==> src/logic/pep_geom_pkg.sv <==
package pep_geom_pkg;

  // ==========================================================
  // Batch geometry
  // ==========================================================

  // Ciphertext slots in one batch
  localparam int BATCH_PBS_NB = 8;

  // Slot index, enough to address every slot
  localparam int BPBS_ID_W    = $clog2(BATCH_PBS_NB);
  // Ciphertext count, up to a full batch
  localparam int BPBS_NB_W    = $clog2(BATCH_PBS_NB + 1);

  // Blind-rotation loop index
  localparam int BR_LOOP_W    = 10;
  // Ciphertext identifier
  localparam int CT_ID_W      = 8;

  // ==========================================================
  // Vector types
  // ==========================================================

  // Position inside the slot map
  typedef logic [BPBS_ID_W-1:0] bpbs_id_t;
  // Count of ciphertexts, also used for count minus one
  typedef logic [BPBS_NB_W-1:0] bpbs_nb_t;
  typedef logic [BR_LOOP_W-1:0] br_loop_t;
  typedef logic [CT_ID_W-1:0]   ct_id_t;

endpackage

==> src/logic/pep_cmd_pkg.sv <==
package pep_cmd_pkg;

  import pep_geom_pkg::*;

  // ==========================================================
  // Sequencer command
  // ==========================================================

  // One slot of the batch map
  typedef struct packed {
    // Slot holds a ciphertext to process
    logic   avail;
    ct_id_t ct_id;
  } map_elt_t;

  // Batch command pushed by the sequencer
  typedef struct packed {
    // Flush only, no slot processed
    logic                        is_flush;
    br_loop_t                    br_loop;
    // Number of available slots minus one
    bpbs_nb_t                    ct_nb_m1;
    // Slot 0 sits in the low bits
    map_elt_t [BATCH_PBS_NB-1:0] map;
  } pbs_cmd_t;

  // ==========================================================
  // Feed command toward the GLWE RAM partitions
  // ==========================================================

  typedef struct packed {
    logic     is_flush;
    // First and last ciphertext of the batch
    logic     batch_first_ct;
    logic     batch_last_ct;
    // Rank among the available ciphertexts
    bpbs_nb_t pbs_id;
    br_loop_t br_loop;
    map_elt_t map_elt;
    // Slot position in the map
    bpbs_id_t map_idx;
    bpbs_nb_t ct_nb_m1;
  } mmacc_feed_cmd_t;

  // Flattened widths
  localparam int PBS_CMD_W        = $bits(pbs_cmd_t);
  localparam int MMACC_FEED_CMD_W = $bits(mmacc_feed_cmd_t);

endpackage

==> src/logic/pep_cmd_fifo.sv <==
`timescale 1ns/1ps

module pep_cmd_fifo
  import pep_cmd_pkg::*;
#(
  parameter int DEPTH = 4
) (
  input  logic     clk,
  input  logic     s_rst_n,

  // Write side
  input  pbs_cmd_t in_cmd,
  input  logic     in_vld,
  output logic     in_rdy,

  // Read side
  output pbs_cmd_t out_cmd,
  output logic     out_vld,
  input  logic     out_rdy
);

  localparam int ADDR_W = (DEPTH > 1) ? $clog2(DEPTH) : 1;
  localparam int CNT_W  = $clog2(DEPTH + 1);

  // ==========================================================
  // Storage
  // ==========================================================

  logic [PBS_CMD_W-1:0] mem [DEPTH];

  logic [ADDR_W-1:0]    wr_ptr;
  logic [ADDR_W-1:0]    rd_ptr;
  logic [CNT_W-1:0]     count;

  logic                 full;
  logic                 push;
  logic                 pop;

  assign full    = count == CNT_W'(DEPTH);
  assign out_vld = count != '0;
  // Head slot is read straight from the storage registers
  assign out_cmd = mem[rd_ptr];

  // When full, a pop in the same cycle frees a slot for the push
  assign in_rdy  = ~full | out_rdy;
  assign push    = in_vld & in_rdy;
  assign pop     = out_vld & out_rdy;

  always_ff @(posedge clk) begin
    if (push) begin
      mem[wr_ptr] <= in_cmd;
    end
  end

  // ==========================================================
  // Pointers and occupancy
  // ==========================================================

  always_ff @(posedge clk) begin
    if (!s_rst_n) begin
      wr_ptr <= '0;
      rd_ptr <= '0;
      count  <= '0;
    end else begin
      // Circular wrap at DEPTH entries
      if (push) begin
        wr_ptr <= (wr_ptr == ADDR_W'(DEPTH - 1)) ? '0 : wr_ptr + 1'b1;
      end
      if (pop) begin
        rd_ptr <= (rd_ptr == ADDR_W'(DEPTH - 1)) ? '0 : rd_ptr + 1'b1;
      end
      // Count unchanged on push and pop together
      if (push && !pop) begin
        count <= count + 1'b1;
      end else if (pop && !push) begin
        count <= count - 1'b1;
      end
    end
  end

endmodule

==> src/logic/pep_cmd_pipe_buffer.sv <==
`timescale 1ns/1ps

module pep_cmd_pipe_buffer
  import pep_cmd_pkg::*;
(
  input  logic            clk,
  input  logic            s_rst_n,

  // Upstream side, from the fork
  input  mmacc_feed_cmd_t in_mcmd,
  input  logic            in_vld,
  output logic            in_rdy,

  // Downstream side, toward the partition
  output mmacc_feed_cmd_t out_mcmd,
  output logic            out_vld,
  input  logic            out_rdy
);

  // Second entry, used only when the output is stalled
  logic [MMACC_FEED_CMD_W-1:0] skid_mcmd;
  logic                        skid_vld;

  logic                        in_xfer;
  logic                        out_free;

  // Ready comes from a register, so no path from out_rdy
  assign in_rdy   = ~skid_vld;
  assign in_xfer  = in_vld & in_rdy;
  // Output register empty or emptied this cycle
  assign out_free = ~out_vld | out_rdy;

  // ==========================================================
  // Control
  // ==========================================================

  always_ff @(posedge clk) begin
    if (!s_rst_n) begin
      out_vld  <= 1'b0;
      skid_vld <= 1'b0;
    end else begin
      if (out_free) begin
        // Skid entry is older, drain it first
        out_vld  <= skid_vld | in_xfer;
        skid_vld <= 1'b0;
      end else if (in_xfer) begin
        skid_vld <= 1'b1;
      end
    end
  end

  // ==========================================================
  // Payload
  // ==========================================================

  always_ff @(posedge clk) begin
    if (out_free) begin
      if (skid_vld) begin
        out_mcmd <= skid_mcmd;
      end else if (in_xfer) begin
        out_mcmd <= in_mcmd;
      end
    end else if (in_xfer) begin
      skid_mcmd <= in_mcmd;
    end
  end

endmodule

==> src/logic/pep_mmacc_feed_entry.sv <==
`timescale 1ns/1ps

module pep_mmacc_feed_entry
  import pep_geom_pkg::*;
  import pep_cmd_pkg::*;
#(
  parameter int LWE_K = 6
) (
  input  logic            clk,
  input  logic            s_rst_n,

  // Command from the FIFO
  input  pbs_cmd_t        ffifo_pcmd,
  input  logic            ffifo_vld,
  output logic            ffifo_rdy,

  // Main partition
  output mmacc_feed_cmd_t main_mcmd,
  output logic            main_vld,
  input  logic            main_rdy,

  // Subsidiary partition
  output mmacc_feed_cmd_t subs_mcmd,
  output logic            subs_vld,
  input  logic            subs_rdy,

  // Key loader status and cache clear
  input  logic            inc_bsk_wr_ptr,
  input  logic            reset_cache
);

  localparam int LWE_K_W = (LWE_K > 1) ? $clog2(LWE_K) : 1;

  // ==========================================================
  // Input pulse registers
  // ==========================================================

  logic in_inc_bsk_wr_ptr;
  logic reset_loop;

  always_ff @(posedge clk) begin
    if (!s_rst_n) begin
      in_inc_bsk_wr_ptr <= 1'b0;
      reset_loop        <= 1'b0;
    end else begin
      in_inc_bsk_wr_ptr <= inc_bsk_wr_ptr;
      reset_loop        <= reset_cache;
    end
  end

  // ==========================================================
  // Key slice tracking
  // ==========================================================

  // MSB is the wrap bit
  logic [LWE_K_W:0] bsk_wp;
  logic [LWE_K_W:0] bsk_rp;
  logic             bsk_wp_last;
  logic             bsk_rp_last;
  logic             bsk_empty;
  logic             bsk_full;
  logic             bsk_rd_done;
  logic             bsk_wr_ok;

  assign bsk_wp_last = bsk_wp[LWE_K_W-1:0] == LWE_K_W'(LWE_K - 1);
  assign bsk_rp_last = bsk_rp[LWE_K_W-1:0] == LWE_K_W'(LWE_K - 1);

  // Same index, wrap bits equal when empty, different when full
  assign bsk_empty = bsk_wp == bsk_rp;
  assign bsk_full  = (bsk_wp[LWE_K_W-1:0] == bsk_rp[LWE_K_W-1:0])
                   & (bsk_wp[LWE_K_W] != bsk_rp[LWE_K_W]);
  // Extra write pulse on a full buffer is dropped
  assign bsk_wr_ok = in_inc_bsk_wr_ptr & ~bsk_full;

  always_ff @(posedge clk) begin
    if (!s_rst_n || reset_loop) begin
      bsk_wp <= '0;
      bsk_rp <= '0;
    end else begin
      // Toggle wrap bit and restart index after the last slice
      if (bsk_wr_ok) begin
        bsk_wp <= bsk_wp_last ? {~bsk_wp[LWE_K_W], {LWE_K_W{1'b0}}} : bsk_wp + 1'b1;
      end
      if (bsk_rd_done) begin
        bsk_rp <= bsk_rp_last ? {~bsk_rp[LWE_K_W], {LWE_K_W{1'b0}}} : bsk_rp + 1'b1;
      end
    end
  end

  // ==========================================================
  // Slot map walk
  // ==========================================================

  map_elt_t [BATCH_PBS_NB-1:0] fm_map;
  map_elt_t                    fm_map_elt;
  bpbs_id_t                    fm_map_idx;
  bpbs_nb_t                    fm_pbs_cnt;
  logic                        fm_first;
  logic                        fm_last;

  logic                        fm_proc_ok;
  logic                        fm_flush_ok;
  logic                        fm_do_proc;
  logic                        fm_do_bypass;
  logic                        fm_vld;
  logic                        fm_rdy;

  assign fm_map     = ffifo_pcmd.map;
  assign fm_map_elt = fm_map[fm_map_idx];
  assign fm_first   = fm_pbs_cnt == '0;
  assign fm_last    = fm_pbs_cnt == ffifo_pcmd.ct_nb_m1;

  // Available slot needs a key slice
  assign fm_proc_ok   = ~bsk_empty & ~ffifo_pcmd.is_flush & fm_map_elt.avail;
  // Flush goes out with a key, or right on a cache reset
  assign fm_flush_ok  = ffifo_pcmd.is_flush & (~bsk_empty | reset_loop);

  assign fm_do_proc   = ffifo_vld & fm_proc_ok & fm_rdy;
  // Empty slot skipped, no output and no key needed
  assign fm_do_bypass = ffifo_vld & ~fm_map_elt.avail & ~ffifo_pcmd.is_flush;

  assign fm_vld    = ffifo_vld & (fm_proc_ok | fm_flush_ok);
  // Pop with the last ciphertext or with the flush
  assign ffifo_rdy = fm_rdy & ((fm_proc_ok & fm_last) | fm_flush_ok);

  // One key slice consumed per completed command
  assign bsk_rd_done = ffifo_vld & ffifo_rdy;

  always_ff @(posedge clk) begin
    if (!s_rst_n) begin
      fm_map_idx <= '0;
      fm_pbs_cnt <= '0;
    end else begin
      if (fm_do_proc && fm_last) begin
        // Command done, restart for the next one
        fm_map_idx <= '0;
        fm_pbs_cnt <= '0;
      end else if (fm_do_proc) begin
        fm_map_idx <= fm_map_idx + 1'b1;
        fm_pbs_cnt <= fm_pbs_cnt + 1'b1;
      end else if (fm_do_bypass) begin
        fm_map_idx <= fm_map_idx + 1'b1;
      end
    end
  end

  // ==========================================================
  // Fork to main and subsidiary
  // ==========================================================

  mmacc_feed_cmd_t fm_mcmd;
  logic            fm_main_vld;
  logic            fm_main_rdy;
  logic            fm_subs_vld;
  logic            fm_subs_rdy;

  assign fm_mcmd.is_flush       = ffifo_pcmd.is_flush;
  assign fm_mcmd.batch_first_ct = fm_first;
  assign fm_mcmd.batch_last_ct  = fm_last;
  assign fm_mcmd.pbs_id         = fm_pbs_cnt;
  assign fm_mcmd.br_loop        = ffifo_pcmd.br_loop;
  assign fm_mcmd.map_elt        = fm_map_elt;
  assign fm_mcmd.map_idx        = fm_map_idx;
  assign fm_mcmd.ct_nb_m1       = ffifo_pcmd.ct_nb_m1;

  // Each branch waits for the other, both take or neither
  assign fm_main_vld = fm_vld & fm_subs_rdy;
  assign fm_subs_vld = fm_vld & fm_main_rdy;
  assign fm_rdy      = fm_main_rdy & fm_subs_rdy;

  pep_cmd_pipe_buffer u_main_buf (
    .clk      (clk),
    .s_rst_n  (s_rst_n),
    .in_mcmd  (fm_mcmd),
    .in_vld   (fm_main_vld),
    .in_rdy   (fm_main_rdy),
    .out_mcmd (main_mcmd),
    .out_vld  (main_vld),
    .out_rdy  (main_rdy)
  );

  pep_cmd_pipe_buffer u_subs_buf (
    .clk      (clk),
    .s_rst_n  (s_rst_n),
    .in_mcmd  (fm_mcmd),
    .in_vld   (fm_subs_vld),
    .in_rdy   (fm_subs_rdy),
    .out_mcmd (subs_mcmd),
    .out_vld  (subs_vld),
    .out_rdy  (subs_rdy)
  );

endmodule

==> src/logic/pep_mmacc_feed_top.sv <==
`timescale 1ns/1ps

module pep_mmacc_feed_top
  import pep_cmd_pkg::*;
#(
  parameter int LWE_K          = 6,
  parameter int CMD_FIFO_DEPTH = 4
) (
  input  logic            clk,
  input  logic            s_rst_n,

  // Sequencer commands
  input  pbs_cmd_t        seq_cmd,
  input  logic            seq_vld,
  output logic            seq_rdy,

  // Feed commands to the two GLWE RAM partitions
  output mmacc_feed_cmd_t main_mcmd,
  output logic            main_vld,
  input  logic            main_rdy,
  output mmacc_feed_cmd_t subs_mcmd,
  output logic            subs_vld,
  input  logic            subs_rdy,

  // Key loader write pulse and cache clear
  input  logic            inc_bsk_wr_ptr,
  input  logic            reset_cache
);

  // FIFO head toward the feed entry
  pbs_cmd_t ffifo_pcmd;
  logic     ffifo_vld;
  logic     ffifo_rdy;

  pep_cmd_fifo #(
    .DEPTH (CMD_FIFO_DEPTH)
  ) u_cmd_fifo (
    .clk     (clk),
    .s_rst_n (s_rst_n),
    .in_cmd  (seq_cmd),
    .in_vld  (seq_vld),
    .in_rdy  (seq_rdy),
    .out_cmd (ffifo_pcmd),
    .out_vld (ffifo_vld),
    .out_rdy (ffifo_rdy)
  );

  pep_mmacc_feed_entry #(
    .LWE_K (LWE_K)
  ) u_feed_entry (
    .clk            (clk),
    .s_rst_n        (s_rst_n),
    .ffifo_pcmd     (ffifo_pcmd),
    .ffifo_vld      (ffifo_vld),
    .ffifo_rdy      (ffifo_rdy),
    .main_mcmd      (main_mcmd),
    .main_vld       (main_vld),
    .main_rdy       (main_rdy),
    .subs_mcmd      (subs_mcmd),
    .subs_vld       (subs_vld),
    .subs_rdy       (subs_rdy),
    .inc_bsk_wr_ptr (inc_bsk_wr_ptr),
    .reset_cache    (reset_cache)
  );

endmodule

==> config.mk <==
export PLATFORM = sky130hd
export DESIGN_NAME = pep_mmacc_feed_top
export DESIGN_NICKNAME = d
export VERILOG_FILES = /design/src/logic/pep_geom_pkg.sv /design/src/logic/pep_cmd_pkg.sv /design/src/logic/pep_cmd_fifo.sv /design/src/logic/pep_cmd_pipe_buffer.sv /design/src/logic/pep_mmacc_feed_entry.sv /design/src/logic/pep_mmacc_feed_top.sv
export SDC_FILE = /design/constraint.sdc
export NUM_CORES = 1
export LEC_CHECK = 0
export BUFFER_PORTS_ARGS = -buffer_cell sky130_fd_sc_hd__buf_2
export CAP_MARGIN = 10
export CORE_ASPECT_RATIO = 0.7
export CORE_MARGIN = 2
export CORE_UTILIZATION = 25
export CTS_BUF_LIST = sky130_fd_sc_hd__clkbuf_4
export DETAILED_ROUTE_END_ITERATION = 10
export PLACE_DENSITY = 0.36
export SLEW_MARGIN = 40
export SYNTH_ARGS = -nofsm -noshare
export SYNTH_HDL_FRONTEND = slang
export SYNTH_SLANG_ARGS = --single-unit
export TNS_END_PERCENT = 10
==> constraint.sdc <==
create_clock -name clk -period 12.1 [get_ports clk]
set_clock_uncertainty 0.05 [all_clocks]
set_input_delay 2.42 -clock clk [delete_from_list [all_inputs] [get_ports clk]]
set_output_delay 2.42 -clock clk [all_outputs]
set_load 0.1 [all_outputs]
-- After elaboration in Yosys (flattened, before gate mapping)
Memories as Yosys holds them, arrays and structs flattened. A register that Yosys moved wholly into a read port is not among the register bits.
Index checks and enable logic that the tools add are counted.
- bits in registers: 160
- memory bits (writable): 348
- output and inout bits: 69
- memories kept: 1
- add/sub/neg operators: 8
- $lt $le $gt $ge: 1
- equal/unequal tests: 9
- muxes and demuxes: 18
- bitwise logic cells: 41
- reductions and logical operators: 20
- memories (memory ; words ; width ; read ports ; clocked after memory_dff ; wr ports ; RTL line ; RTL):
    u_cmd_fifo.mem ; 4 ; 87 ; 1 ; 1 ; 1 ; pep_cmd_fifo.sv:29 ; logic [PBS_CMD_W-1:0] mem [DEPTH];
- operators by type and width (kind ; count):
    $mux W33 ; 4
    $bmux W9 S3 ; 1
    $and A1 B1 Y1 ; 19
    $not A1 Y1 ; 14
    $add A4 B1 Y4 const B ; 3
    $mux W3 ; 4
    $eq A3 B3 Y1 const B ; 3
    $mux W9 ; 1
    $eq A4 B4 Y1 ; 2
    $mux W2 ; 4
    $mux W4 ; 2
    $or A1 B1 Y1 ; 8
    $reduce_and A2 Y1 ; 4
    $reduce_bool A2 Y1 ; 4
    $add A3 B1 Y3 const B ; 2
    $reduce_or A2 Y1 ; 3
    $add A2 B1 Y2 const B ; 2
    $eq A2 B2 Y1 const B ; 2
    $logic_not A4 Y1 ; 1
    $lt A3 B4 Y1 const B ; 1
    $eq A3 B3 Y1 ; 1
    $logic_and A1 B1 Y1 ; 3
    $logic_not A1 Y1 ; 3
    $reduce_bool A3 Y1 ; 1
    4 further kinds ; 5

-- Logic depth before layout (Yosys ltp)
Gate-level depths: netlist of run 1.
- word-level depth: 13
- mapped depth: 15
- mapped depth without buffers: 12

-- By module
Synthesis of run 1 repeated with hierarchy kept, for this count alone.
- cell total of the unflattened synthesis: 866
- area, all modules: 19762.7 um^2
- by module, submodules not included (module ; instances ; cells an instance ; area each (um^2) ; sequential area each (um^2)):
    pep_cmd_fifo ; 1 ; 506 ; 13007.5 ; 10630.2
    pep_cmd_pipe_buffer ; 2 ; 112 ; 2613.8 ; 2021.9
    pep_mmacc_feed_entry ; 1 ; 136 ; 1527.7 ; 340.3

-- Least setup slack after synthesis of run 1
No wires, ideal clock.
- path type: input port to flip-flop
- start point: input main_rdy
- end point: register u_feed_entry.u_main_buf.skid_mcmd[0], enable pin
- library setup time: 0.474 ns
- arrival: 5.038 ns
- data required time: 11.576 ns
- path slack: 6.538 ns
- cell stages on the path: 2
- path buffers: 0
- cell sequence: nor2b_1 > a21boi_0
- longest elaborated chain between the ends: 3
- ends and longest elaborated chain (element ; RTL line ; RTL):
    from (decl) ; pep_mmacc_feed_top.sv:20 ; input logic main_rdy,
    $or A1 B1 Y1 ; pep_cmd_pipe_buffer.sv:31 ; assign out_free = ~out_vld | out_rdy;
    $not A1 Y1 (no line) ; - ;
    $reduce_and A2 Y1 (no line) ; - ;
    to (signal assigned) ; pep_cmd_pipe_buffer.sv:64 ; skid_mcmd <= in_mcmd;
    to (decl) ; pep_cmd_pipe_buffer.sv:21 ; logic [MMACC_FEED_CMD_W-1:0] skid_mcmd;
No other way between the ends.
A chain may end at the register's enable or synchronous reset.

==> impl_metrics.py, run 1 <==
metrics = {
    "global_route": {
        "grt_pass1_wl_um": 70900,
        "grt_max_degree": 53,
        "antenna_found_initial": 20,
        "overflow": 0,
        "grt_pass1_vias": 10548,
        "grtUsageTotal_pct": 12.2,
    },
    "cts": {
        "holdBufCountCts": 0,
        "htree_levels": 4,
        "clock-sinks": 510,
        "cts_tree": "built",
        "cts.path.max_buffers": 3,
        "cts-root-buf": "clkbuf_4",
        "clkTransAtPathRegs_ns": 0.06,
        "cts_setup_buffers": 0,
        "cts_buffers": 140,
        "cts-resized-gates": 0,
        "insertion_delay_ns": 0.95,
    },
    "worst_setup_path": {
        "worst-r2r-setup-slack_ns": 6.65,
        "end_kind": "output pin",
        "worstPathMaxFanout": 32,
        "required_ns": 9.63,
        "critical_path_arrival_ns": 4.82,
        "timing.rr.end": "u_cmd_fifo.mem[3][51]",
        "ff2ff_path_depth": 10,
        "crit_type": "flop to output pin",
        "crit_path_start_kind": "flop",
        "endpoint": "seq_rdy",
    },
    "timing": {
        "hold_viol": 0,
        "slew-limit-headroom_pct": 53.9,
        "fin_tns_setup_ns": 0,
        "fmax_ghz": 0.137,
        "period_minus_slack_ns": 7.29,
        "setup_viol": 0,
        "fin_crit_sh_pct": 60.3,
        "rsz0062_at_grt": "no",
        "slew_viol_final": 0,
        "tightest_slew_ns": 0.686,
    },
    "logic_synthesis": {
        "postSynth.asyncResetShare_pct": 0,
        "syn_area_per_cell_um2": 21.1,
        "synth_fp_nets": 1030,
        "netlist_instances": 926,
        "synth_top_family_by_area": "multiplexers",
        "synth_ff_type": "edfxtp_1",
        "ys_seq_elements": 510,
        "ys_seq_area_share_pct": 76.8,
        "synthesis.area_mm2": 0.0195,
        "synth-xor-area-share_pct": 0.538,
        "synth-compound-area-share_pct": 1.95,
        "synthMuxAreaShare_pct": 15.8,
        "synth_cell_types": 56,
        "post_synth_fa_ha_maj_area_fraction_pct": 0.678,
        "yosysWarnings": 0,
        "yosys.area_share.simple_pct": 2.68,
        "synth_edf_count": 480,
    },
    "routing": {
        "vias": 9785,
        "avgViaCountPerCell": 4.16,
        "drtIter0Drc": 498,
        "routedWlPerCell_um": 20.5,
        "finalWirelength_um": 48300,
        "drc": 0,
        "antenna_left": 0,
        "firstDrtPassIters": 5,
    },
    "flow_run": {
        "maxCapViolCount": 0,
    },
    "final_layout": {
        "fin_nets": 1312,
        "drive_gt1_share_pct": 44.7,
        "multi_input_area_mm2": 0.00429,
        "final_cell_count_no_fill": 2354,
        "final_cell_mix": "edfxtp_1 (480), clkbuf_4 (204), buf_2 (162)",
        "area_growth_pct": 20.3,
        "regArea_mm2": 0.0150,
        "final_common_cell": "edfxtp_1",
        "fillerInstances": 7613,
    },
    "die": {
        "core_mm2": 0.0771,
        "die_area_mm2": 0.0805,
        "fp-row-count": 85,
        "num_io_pins": 163,
        "initial_core_util_pct": 25.4,
        "die_w_um": 338,
        "fp.dieH_um": 238,
    },
    "hold_path": {
        "hold_path.class": "flop to flop",
        "hold_start": "u_cmd_fifo.rd_ptr[1]",
    },
    "power_and_ir_drop": {
        "pwr-share-clk_pct": 31.2,
        "peakVddDrop_v": 0.0000767,
        "combPwrFrac_pct": 23.6,
        "power_frac_seq_pct": 45.2,
        "p_sw_mw": 1.64,
        "p_leak_nw": 7.73,
        "p_int_mw": 3.45,
        "cellPowerDensity_mw_per_mm2": 216,
        "sw_frac_of_total_pct": 32.2,
    },
    "place": {
        "gp_congestion": 0.707,
        "dp.cells": 2110,
        "portBuffers": 162,
        "dp_hpwl_um": 29800,
    },
    "run_status": {
        "outcome": "finished clean",
    },
}
-- state kept, by name, indices dropped and copies added, names as in the netlist, 2 cells and up, named ones only --
name,cells
u_feed_entry.bsk_wp,4
u_feed_entry.u_subs_buf.out_mcmd,33
u_cmd_fifo.rd_ptr,2
u_feed_entry.u_subs_buf.skid_mcmd,33
u_cmd_fifo.wr_ptr,2
u_cmd_fifo.count,3
u_feed_entry.u_main_buf.skid_mcmd,33
u_feed_entry.fm_map_idx,3
u_feed_entry.fm_pbs_cnt,4
u_feed_entry.bsk_rp,4
u_feed_entry.u_main_buf.out_mcmd,33
u_cmd_fifo.mem,348
-- cell type report --
| class | instances | share of cell area, % |
|---|---|---|
| Multi-Input combinational cell | 363 | 18.2 |
| Sequential cell | 510 | 63.9 |
| Tap cell | 1044 | 5.55 |
| Timing Repair Buffer | 182 | 4.36 |
| Clock buffer | 204 | 6.51 |
| Antenna cell | 7 | 0.0745 |
| Clock inverter | 33 | 1.19 |
| Inverter | 11 | 0.176 |
-- worst max-delay path: stages (launching register included) --
cell	delay, ns
dfxtp_4	0.75
buf_4	0.66
mux4_2	0.69
xnor2_1	0.17
nand4_1	0.35
nor4_1	0.35
o21ai_1	0.21
nand2_1	0.18
buf_2	0.45
-- Yosys cell counts, types with 2 or more instances --
master | number | area share (%)
edfxtp_1 | 480 | 74
mux4_2 | 95 | 11
mux2_2 | 66 | 3.8
dfxtp_1 | 30 | 3.1
nand2_1 | 29 | 0.56
clkbuf_1 | 19 | 0.36
nor2_1 | 19 | 0.36
mux2i_1 | 18 | 0.92
o21ai_0 | 16 | 0.41
a21oi_1 | 14 | 0.36
inv_1 | 11 | 0.21
buf_2 | 10 | 0.26
ha_1 | 9 | 0.58
xnor2_1 | 9 | 0.40
and2_1 | 8 | 0.26
nand3_1 | 8 | 0.20
nor3_1 | 8 | 0.20
and3_1 | 6 | 0.19
or3_1 | 6 | 0.19
buf_6 | 5 | 0.29
a21boi_0 | 4 | 0.15
buf_1 | 4 | 0.077
nor2b_1 | 4 | 0.13
o21a_1 | 4 | 0.15
a22oi_1 | 3 | 0.12
buf_12 | 3 | 0.31
nand2b_1 | 3 | 0.096
o21ai_1 | 3 | 0.077
xor2_1 | 3 | 0.13
a221o_1 | 2 | 0.10
nand4_1 | 2 | 0.064
-- power by group through the flow --
stage          combinational [mW]  clock (mW)  sequential [mW]
2_1_floorplan               0.553           0             2.67
3_3_place_gp                 1.22           0             2.35
3_5_place_dp                 1.23           0             2.34
4_1_cts                      1.24        1.66             2.31
5_1_grt                      1.29        1.76             2.32
6_report                     1.20        1.58             2.30
-- metal layers --
layer / global-route usage [%] / share of wire (%)
met5: 0 / 0.30
met4: 4.88 / 2.3
met3: 5.43 / 7.3
met2: 18.0 / 45
met1: 15.7 / 45
-- worst min path at each step --
stage               cells after the start                              endpoint  slack [ns]
floorplan                               0  u_feed_entry.u_main_buf.skid_mcmd[6]        0.37
global placement                        2                                  flop        0.43
detailed placement                      2                                  flop        0.43
CTS                                     2                                  flop        0.44
global route                            2                                  flop        0.48
finish                                  2                                  flop        0.43
-- kinds of logic (layout without fill, tap and decap cells) --
logic type	after synthesis	after routing
AO/OA/AOI/OAI	58	58
XOR/XNOR	12	12
adder cells (fa/ha/maj)	10	10
buffers and inverters	53	430
flip-flops	510	510
multiplexers	180	180
other	0	7
AND/OR/NAND/NOR	103	103
-- through the flow --
stage	hold WS (ns)	cell area, um^2	util (%)	setup WS (ns)	power, mW
after CTS	0.439	23500	30.5	4.56	5.21
after detailed placement	0.430	21700	28.1	5.68	3.57
after floorplan	0.374	19500	-	6.54	3.22
after global routing	0.475	23500	30.5	4.26	5.37
final	0.435	23500	30.5	4.81	5.09
after global placement	0.433	21600	28.0	5.67	3.57
No activity file was read; power rests on OpenSTA's default activity.
==> run 2, diff against run 1 <==
- clock period: 12.1 -> 6.8 ns (I/O delays scaled with it)
==> run 2 against run 1 <==
Compared with the run above:
- global-route usage up 0.12 points
- critical path type unchanged
- total power grew 75%
- combinational power up 82%
- sequential share of layout area increased by 0.27 points
- flip-flop and latch count did not move
- largest cell class unchanged
- via count down 0.35%
- non-clock buffer count unchanged
- clock power is 70% higher
- highest routed layer unchanged
- clock-buffer cell count fell by 13
==> impl_metrics.py, run 2 (synthesis results as in run 1) <==
metrics = {
    "routing": {
        "finalWirelength_um": 48600,
        "avgViaCountPerCell": 4.15,
        "antenna_left": 0,
        "firstDrtPassIters": 5,
        "drc": 0,
        "drtIter0Drc": 608,
        "routedWlPerCell_um": 20.7,
        "vias": 9751,
    },
    "cts": {
        "cts_tree": "built",
        "holdBufCountCts": 0,
        "cts.path.max_buffers": 3,
        "insertion_delay_ns": 0.96,
        "cts_setup_buffers": 0,
        "cts-root-buf": "clkbuf_4",
        "htree_levels": 4,
        "clock-sinks": 510,
        "clkTransAtPathRegs_ns": 0.06,
        "cts_buffers": 137,
        "cts-resized-gates": 0,
    },
    "worst_setup_path": {
        "crit_family": "buffers and inverters",
        "worst-r2r-setup-slack_ns": 2.42,
        "path_buf_inv": 2,
        "crit_path_start_kind": "flop",
        "timing.rr.end": "u_cmd_fifo.mem[1][77]",
        "ff2ff_path_depth": 8,
        "crit_path_top_delay_cell": "mux4_2",
        "critical_path_arrival_ns": 4.11,
        "crit_type": "flop to output pin",
        "crit_path_cell_trace": "buf_4 -> mux4_2 -> a41o_1 -> nor4_1 -> o21ai_1 -> nand2_1 -> buf_2",
        "slowest_delay_ns": 0.70,
        "end_kind": "output pin",
        "required_ns": 5.39,
        "worstPathMaxFanout": 34,
    },
    "timing": {
        "hold_viol": 0,
        "slew-limit-headroom_pct": 48.8,
        "fin_tns_setup_ns": 0,
        "period_minus_slack_ns": 5.52,
        "fin_crit_sh_pct": 81.2,
        "fmax_ghz": 0.181,
        "slew_viol_final": 0,
        "setup_viol": 0,
        "tightest_slew_ns": 0.768,
        "rsz0062_at_grt": "no",
    },
    "global_route": {
        "overflow": 0,
        "grtUsageTotal_pct": 12.3,
        "grt_pass1_wl_um": 71600,
        "grt_pass1_vias": 10665,
        "antenna_found_initial": 16,
        "grt_max_degree": 88,
    },
    "hold_path": {
        "hold_path.class": "flop to flop",
        "hold_start": "u_feed_entry.bsk_rp[1]",
        "hold_depth": 2,
        "min_to": "u_feed_entry.bsk_rp[1]",
    },
    "power_and_ir_drop": {
        "peakVddDrop_v": 0.000106,
        "p_leak_nw": 7.68,
        "cellPowerDensity_mw_per_mm2": 381,
    },
    "run_status": {
        "outcome": "finished clean",
    },
    "die": {
        "core_mm2": 0.0771,
        "fp.dieH_um": 238,
        "die_w_um": 338,
        "fp-row-count": 85,
        "die_area_mm2": 0.0805,
        "num_io_pins": 163,
        "initial_core_util_pct": 25.4,
    },
    "final_layout": {
        "post-route-util_pct": 30.4,
        "final_common_cell": "edfxtp_1",
        "final_cell_mix": "edfxtp_1 (480), clkbuf_4 (191), buf_2 (162)",
        "regMostFlops": "u_cmd_fifo.mem",
        "largest_register_ffs": 348,
        "area_growth_pct": 19.8,
        "final_cell_count_no_fill": 2352,
        "drive_gt1_share_pct": 44.3,
        "fin_nets": 1309,
    },
    "place": {
        "portBuffers": 162,
        "dp_hpwl_um": 29900,
        "dp.cells": 2109,
        "gp_congestion": 0.702,
    },
    "flow_run": {
        "maxCapViolCount": 0,
    },
}
[run 2: cell types whose count changed in the layout (fill, tap and decap cells not counted), sizes merged]
cell | previous run | this run
bufinv | 5 | 3
clkbuf | 204 | 191
clkinv | 24 | 30
clkinvlp | 2 | 3
diode | 7 | 9
inv | 13 | 17
[run 2: stage by stage]
| stage | hold WS (ns) | cell area (um^2) | power [mW] | setup slack, ns |
|---|---|---|---|---|
| 4_1_cts | 0.422 | 23400 | 9.13 | 1.00 |
| 3_5_place_dp | 0.445 | 21700 | 6.36 | 2.14 |
| 3_3_place_gp | 0.429 | 21700 | 6.37 | 2.08 |
| 6_report | 0.448 | 23400 | 8.92 | 1.28 |
| 2_1_floorplan | 0.374 | 19500 | 5.73 | 2.03 |
| 5_1_grt | 0.435 | 23400 | 9.43 | 0.872 |
[run 2: worst register-to-register path, stage by stage (launching register included)]
cell	delay (ns)
dfxtp_4	0.51
buf_4	0.64
mux4_2	0.71
a41o_1	0.30
nor4_1	0.19
o21ai_1	0.18
a21boi_4	0.29
and2_4	0.71
buf_12	0.42
[run 2: worst max-delay path by stage]
stage	from	end	cells after the start
global placement	flop	seq_rdy	8
finish	flop	seq_rdy	7
CTS	flop	seq_rdy	7
detailed placement	flop	seq_rdy	7
floorplan	u_feed_entry.fm_map_idx[0]	u_feed_entry.u_main_buf.out_mcmd[0]	9
global route	flop	seq_rdy	7
[run 2: final cells by class]
cell class / instances / area (um^2)
antenna: 9 / 22.5
clock buffer: 191 / 1430
clock inverter: 42 / 264
fill: 7577 / 53700
inverter: 11 / 41.3
multi-input combinational: 363 / 4290
sequential: 510 / 15000
tap: 1044 / 1310
timing repair buffer: 182 / 1030
[run 2: where the power goes]
part / switching, mW / leakage (nW) / internal (mW) / total, mW
clock network: 1.27 / 1.02 / 1.41 / 2.68
registers: 0.138 / 4.64 / 3.92 / 4.06
logic: 1.52 / 2.02 / 0.661 / 2.18
total: 2.92 / 7.68 / 5.99 / 8.92
[run 2: metal layers]
metal	up-vias	wire length, um	GRT usage, %
met3	83	2920	4.36
met2	236	21700	18.2
met4	12	924	5.13
met5	-	80	0
met1	4973	22900	16.5
li1	4447	-	-
==> run 3, diff against run 2 <==
- ABC_AREA: unset -> 1
- PLACE_DENSITY: 0.36 -> 0.37
- clock period: 6.8 -> 4.8 ns (I/O delays scaled with it)
==> run 3 against run 2 <==
Compared with the run above:
- clock power increased by 47%
- hold slack got worse by 0.31 ns
- register-to-register slack worse by 1.1 ns
- wire length is 22% higher
- worst setup slack worse by 0.59 ns
- core utilization hardly changed
- sequential power is 33% higher
- critical path type unchanged
- sequential share of layout area shrank 1.1 points
- highest routed layer unchanged
- cell count increased by 24%
- synthesized cell count grew 63%
==> impl_metrics.py, run 3 <==
metrics = {
    "place": {
        "dp_hpwl_um": 36900,
        "pre_cts_ws_ns": 1.26,
        "post_dp_cell_area_mm2": 0.0220,
        "portBuffers": 162,
        "gp_congestion": 0.727,
    },
    "global_route": {
        "met3_usage_pct": 4.16,
        "gr-usage-met1_pct": 20.3,
        "grtUsageTotal_pct": 14.6,
        "antenna_found_initial": 15,
        "overflow": 0,
        "grt_max_degree": 131,
        "grt_pass1_vias": 13089,
        "busiest_layer": "met2",
        "grt_pass1_wl_um": 86600,
        "grtUsageMet2_pct": 21.6,
    },
    "timing": {
        "hold_viol": 0,
        "slew-limit-headroom_pct": 48.4,
        "slew_viol_final": 0,
        "tightest_slew_ns": 0.772,
        "period_minus_slack_ns": 4.11,
        "setup_ws_ns": 0.687,
        "hold-worst-slack_ns": 0.142,
        "fin_tns_setup_ns": 0,
        "setup_viol": 0,
        "rsz0062_at_grt": "no",
        "fmax_ghz": 0.243,
        "fin_crit_sh_pct": 85.7,
    },
    "cts": {
        "cts_setup_buffers": 0,
        "cts_tree": "built",
        "cts.path.max_buffers": 3,
        "clock-sinks": 510,
        "htree_levels": 4,
        "cts-resized-gates": 0,
        "insertion_delay_ns": 0.96,
        "clkTransAtPathRegs_ns": 0.07,
        "cts-root-buf": "clkbuf_4",
        "holdBufCountCts": 0,
        "cts_buffers": 138,
    },
    "logic_synthesis": {
        "netlist_instances": 1506,
        "ys_top_cells_by_area": "edfxtp_1 (73%), o21ai_0 (4.9%), nand2_1 (4.4%)",
        "post-synth-top-count-cell": "edfxtp_1",
        "ys_seq_area_share_pct": 76.0,
        "ys_top_cells_by_count": "edfxtp_1 (480), nand2_1 (233), o21ai_0 (192)",
        "synth_cell_types": 36,
        "synthesis.area_mm2": 0.0197,
        "syn_area_per_cell_um2": 13.1,
        "yosys.area.top_type": "edfxtp_1",
        "synth_top_area_share_pct": 73.0,
        "synth_edf_count": 480,
        "ys_seq_elements": 510,
        "synth_ff_type": "edfxtp_1",
        "synth_fp_nets": 1610,
        "yosysWarnings": 0,
        "postSynth.asyncResetShare_pct": 0,
    },
    "worst_setup_path": {
        "required_ns": 3.79,
        "ff2ff_path_depth": 14,
        "worstPathMaxFanout": 39,
        "end_kind": "output pin",
        "critical_path_arrival_ns": 3.10,
        "worst-r2r-setup-slack_ns": 1.35,
        "crit_type": "flop to output pin",
        "timing.rr.end": "u_cmd_fifo.mem[3][3]",
        "crit_path_start_kind": "flop",
    },
    "routing": {
        "firstDrtPassIters": 5,
        "finalWirelength_um": 59300,
        "antenna_left": 0,
        "drtIter0Drc": 909,
        "drc": 0,
        "vias": 12793,
        "avgViaCountPerCell": 4.38,
        "routedWlPerCell_um": 20.3,
    },
    "die": {
        "num_io_pins": 163,
        "die_w_um": 340,
        "fp.dieH_um": 239,
        "core_mm2": 0.0784,
        "die_area_mm2": 0.0813,
        "fp-row-count": 86,
        "initial_core_util_pct": 25.2,
    },
    "final_layout": {
        "fillerInstances": 7952,
        "final_common_cell": "edfxtp_1",
        "drive_gt1_share_pct": 23.8,
        "regMostFlops": "u_cmd_fifo.mem",
        "final_cell_mix": "edfxtp_1 (480), nand2_1 (233), clkbuf_4 (204)",
        "fin_nets": 1864,
        "post-route-util_pct": 30.4,
        "area_growth_pct": 20.7,
        "largest_register_ffs": 348,
        "final_area_mm2": 0.0238,
    },
    "power_and_ir_drop": {
        "peakVddDrop_v": 0.000160,
        "p_leak_nw": 8.35,
        "cellPowerDensity_mw_per_mm2": 464,
    },
    "hold_path": {
        "hold_depth": 3,
        "min_to": "u_feed_entry.reset_loop",
        "hold_path.class": "input port to flop",
        "hold_start": "reset_cache",
    },
    "run_status": {
        "outcome": "finished clean",
    },
    "flow_run": {
        "maxCapViolCount": 0,
    },
}
[run 3: cell types whose count changed after synthesis, moves of 52 or more]
cell and change:
o221ai_1 +53, nor2_1 +150, nand3_1 +101, inv_1 +52
nand2_1 +204, mux4_2 -95, mux2_2 -66, o21ai_0 +176
[run 3: cell families after synthesis]
family	Yosys count	share of synthesized area [%]
AO/OA/AOI/OAI	303	8.95
XOR/XNOR	7	0.311
adder cells (fa/ha/maj)	10	0.672
buffers and inverters	153	3.11
flip-flops	510	76.0
AND/OR/NAND/NOR	523	10.9
[run 3: per-layer routing]
layer  routed length, um  vias up
met3                2940      110
met4                1460        8
met5                  53        -
li1                    -     6074
met1               29000     6295
met2               25800      306
[run 3: worst max-delay path, cell delays in order, from the launching register on]
cell and delay (ns):
dfxtp_4 0.49, buf_4 0.45, nand2_1 0.10, nand3_1 0.10, nand3_1 0.08, nand2_1 0.09
nand2_1 0.05, nand3_1 0.14, nand3_1 0.13, nand2_2 0.15, nand2_2 0.08, nand2_4 0.09
buf_12 0.18
[run 3: worst max path at each step]
stage                     slack (ns)                     to  cells after the start
after floorplan                -1.15   u_cmd_fifo.mem[0][0]                     13
after global placement          1.22    u_cmd_fifo.count[2]                     20
after detailed placement        1.26  u_cmd_fifo.mem[3][68]                     14
after CTS                       0.50                seq_rdy                     10
after global routing            0.35                seq_rdy                     12
final                           0.69                seq_rdy                     12
[run 3: stage by stage]
stage	total power, mW	cells
detailed placement	7.26	2676
finish	11.0	2923
global placement	7.26	2676
global route	11.6	2920
CTS	11.3	2919
floorplan	6.61	1506
[run 3: layout make-up]
| cell class | instances | area [um^2] | share of cell area, % |
|---|---|---|---|
| tap | 1056 | 1320 | 5.55 |
| inverter | 67 | 254 | 1.07 |
| antenna | 4 | 10.0 | 0.0420 |
| clock buffer | 204 | 1530 | 6.43 |
| sequential | 510 | 15000 | 63.0 |
| timing repair buffer | 200 | 1270 | 5.35 |
| multi-input combinational | 843 | 4170 | 17.5 |
| clock inverter | 39 | 244 | 1.02 |
[run 3: power breakdown]
group / switching [mW] / total (mW) / leakage (nW) / internal, mW
Sequential: 0.105 / 5.39 / 4.64 / 5.28
Combinational: 1.38 / 1.73 / 2.66 / 0.355
Clock: 1.83 / 3.93 / 1.05 / 2.10
Total: 3.31 / 11.0 / 8.35 / 7.74
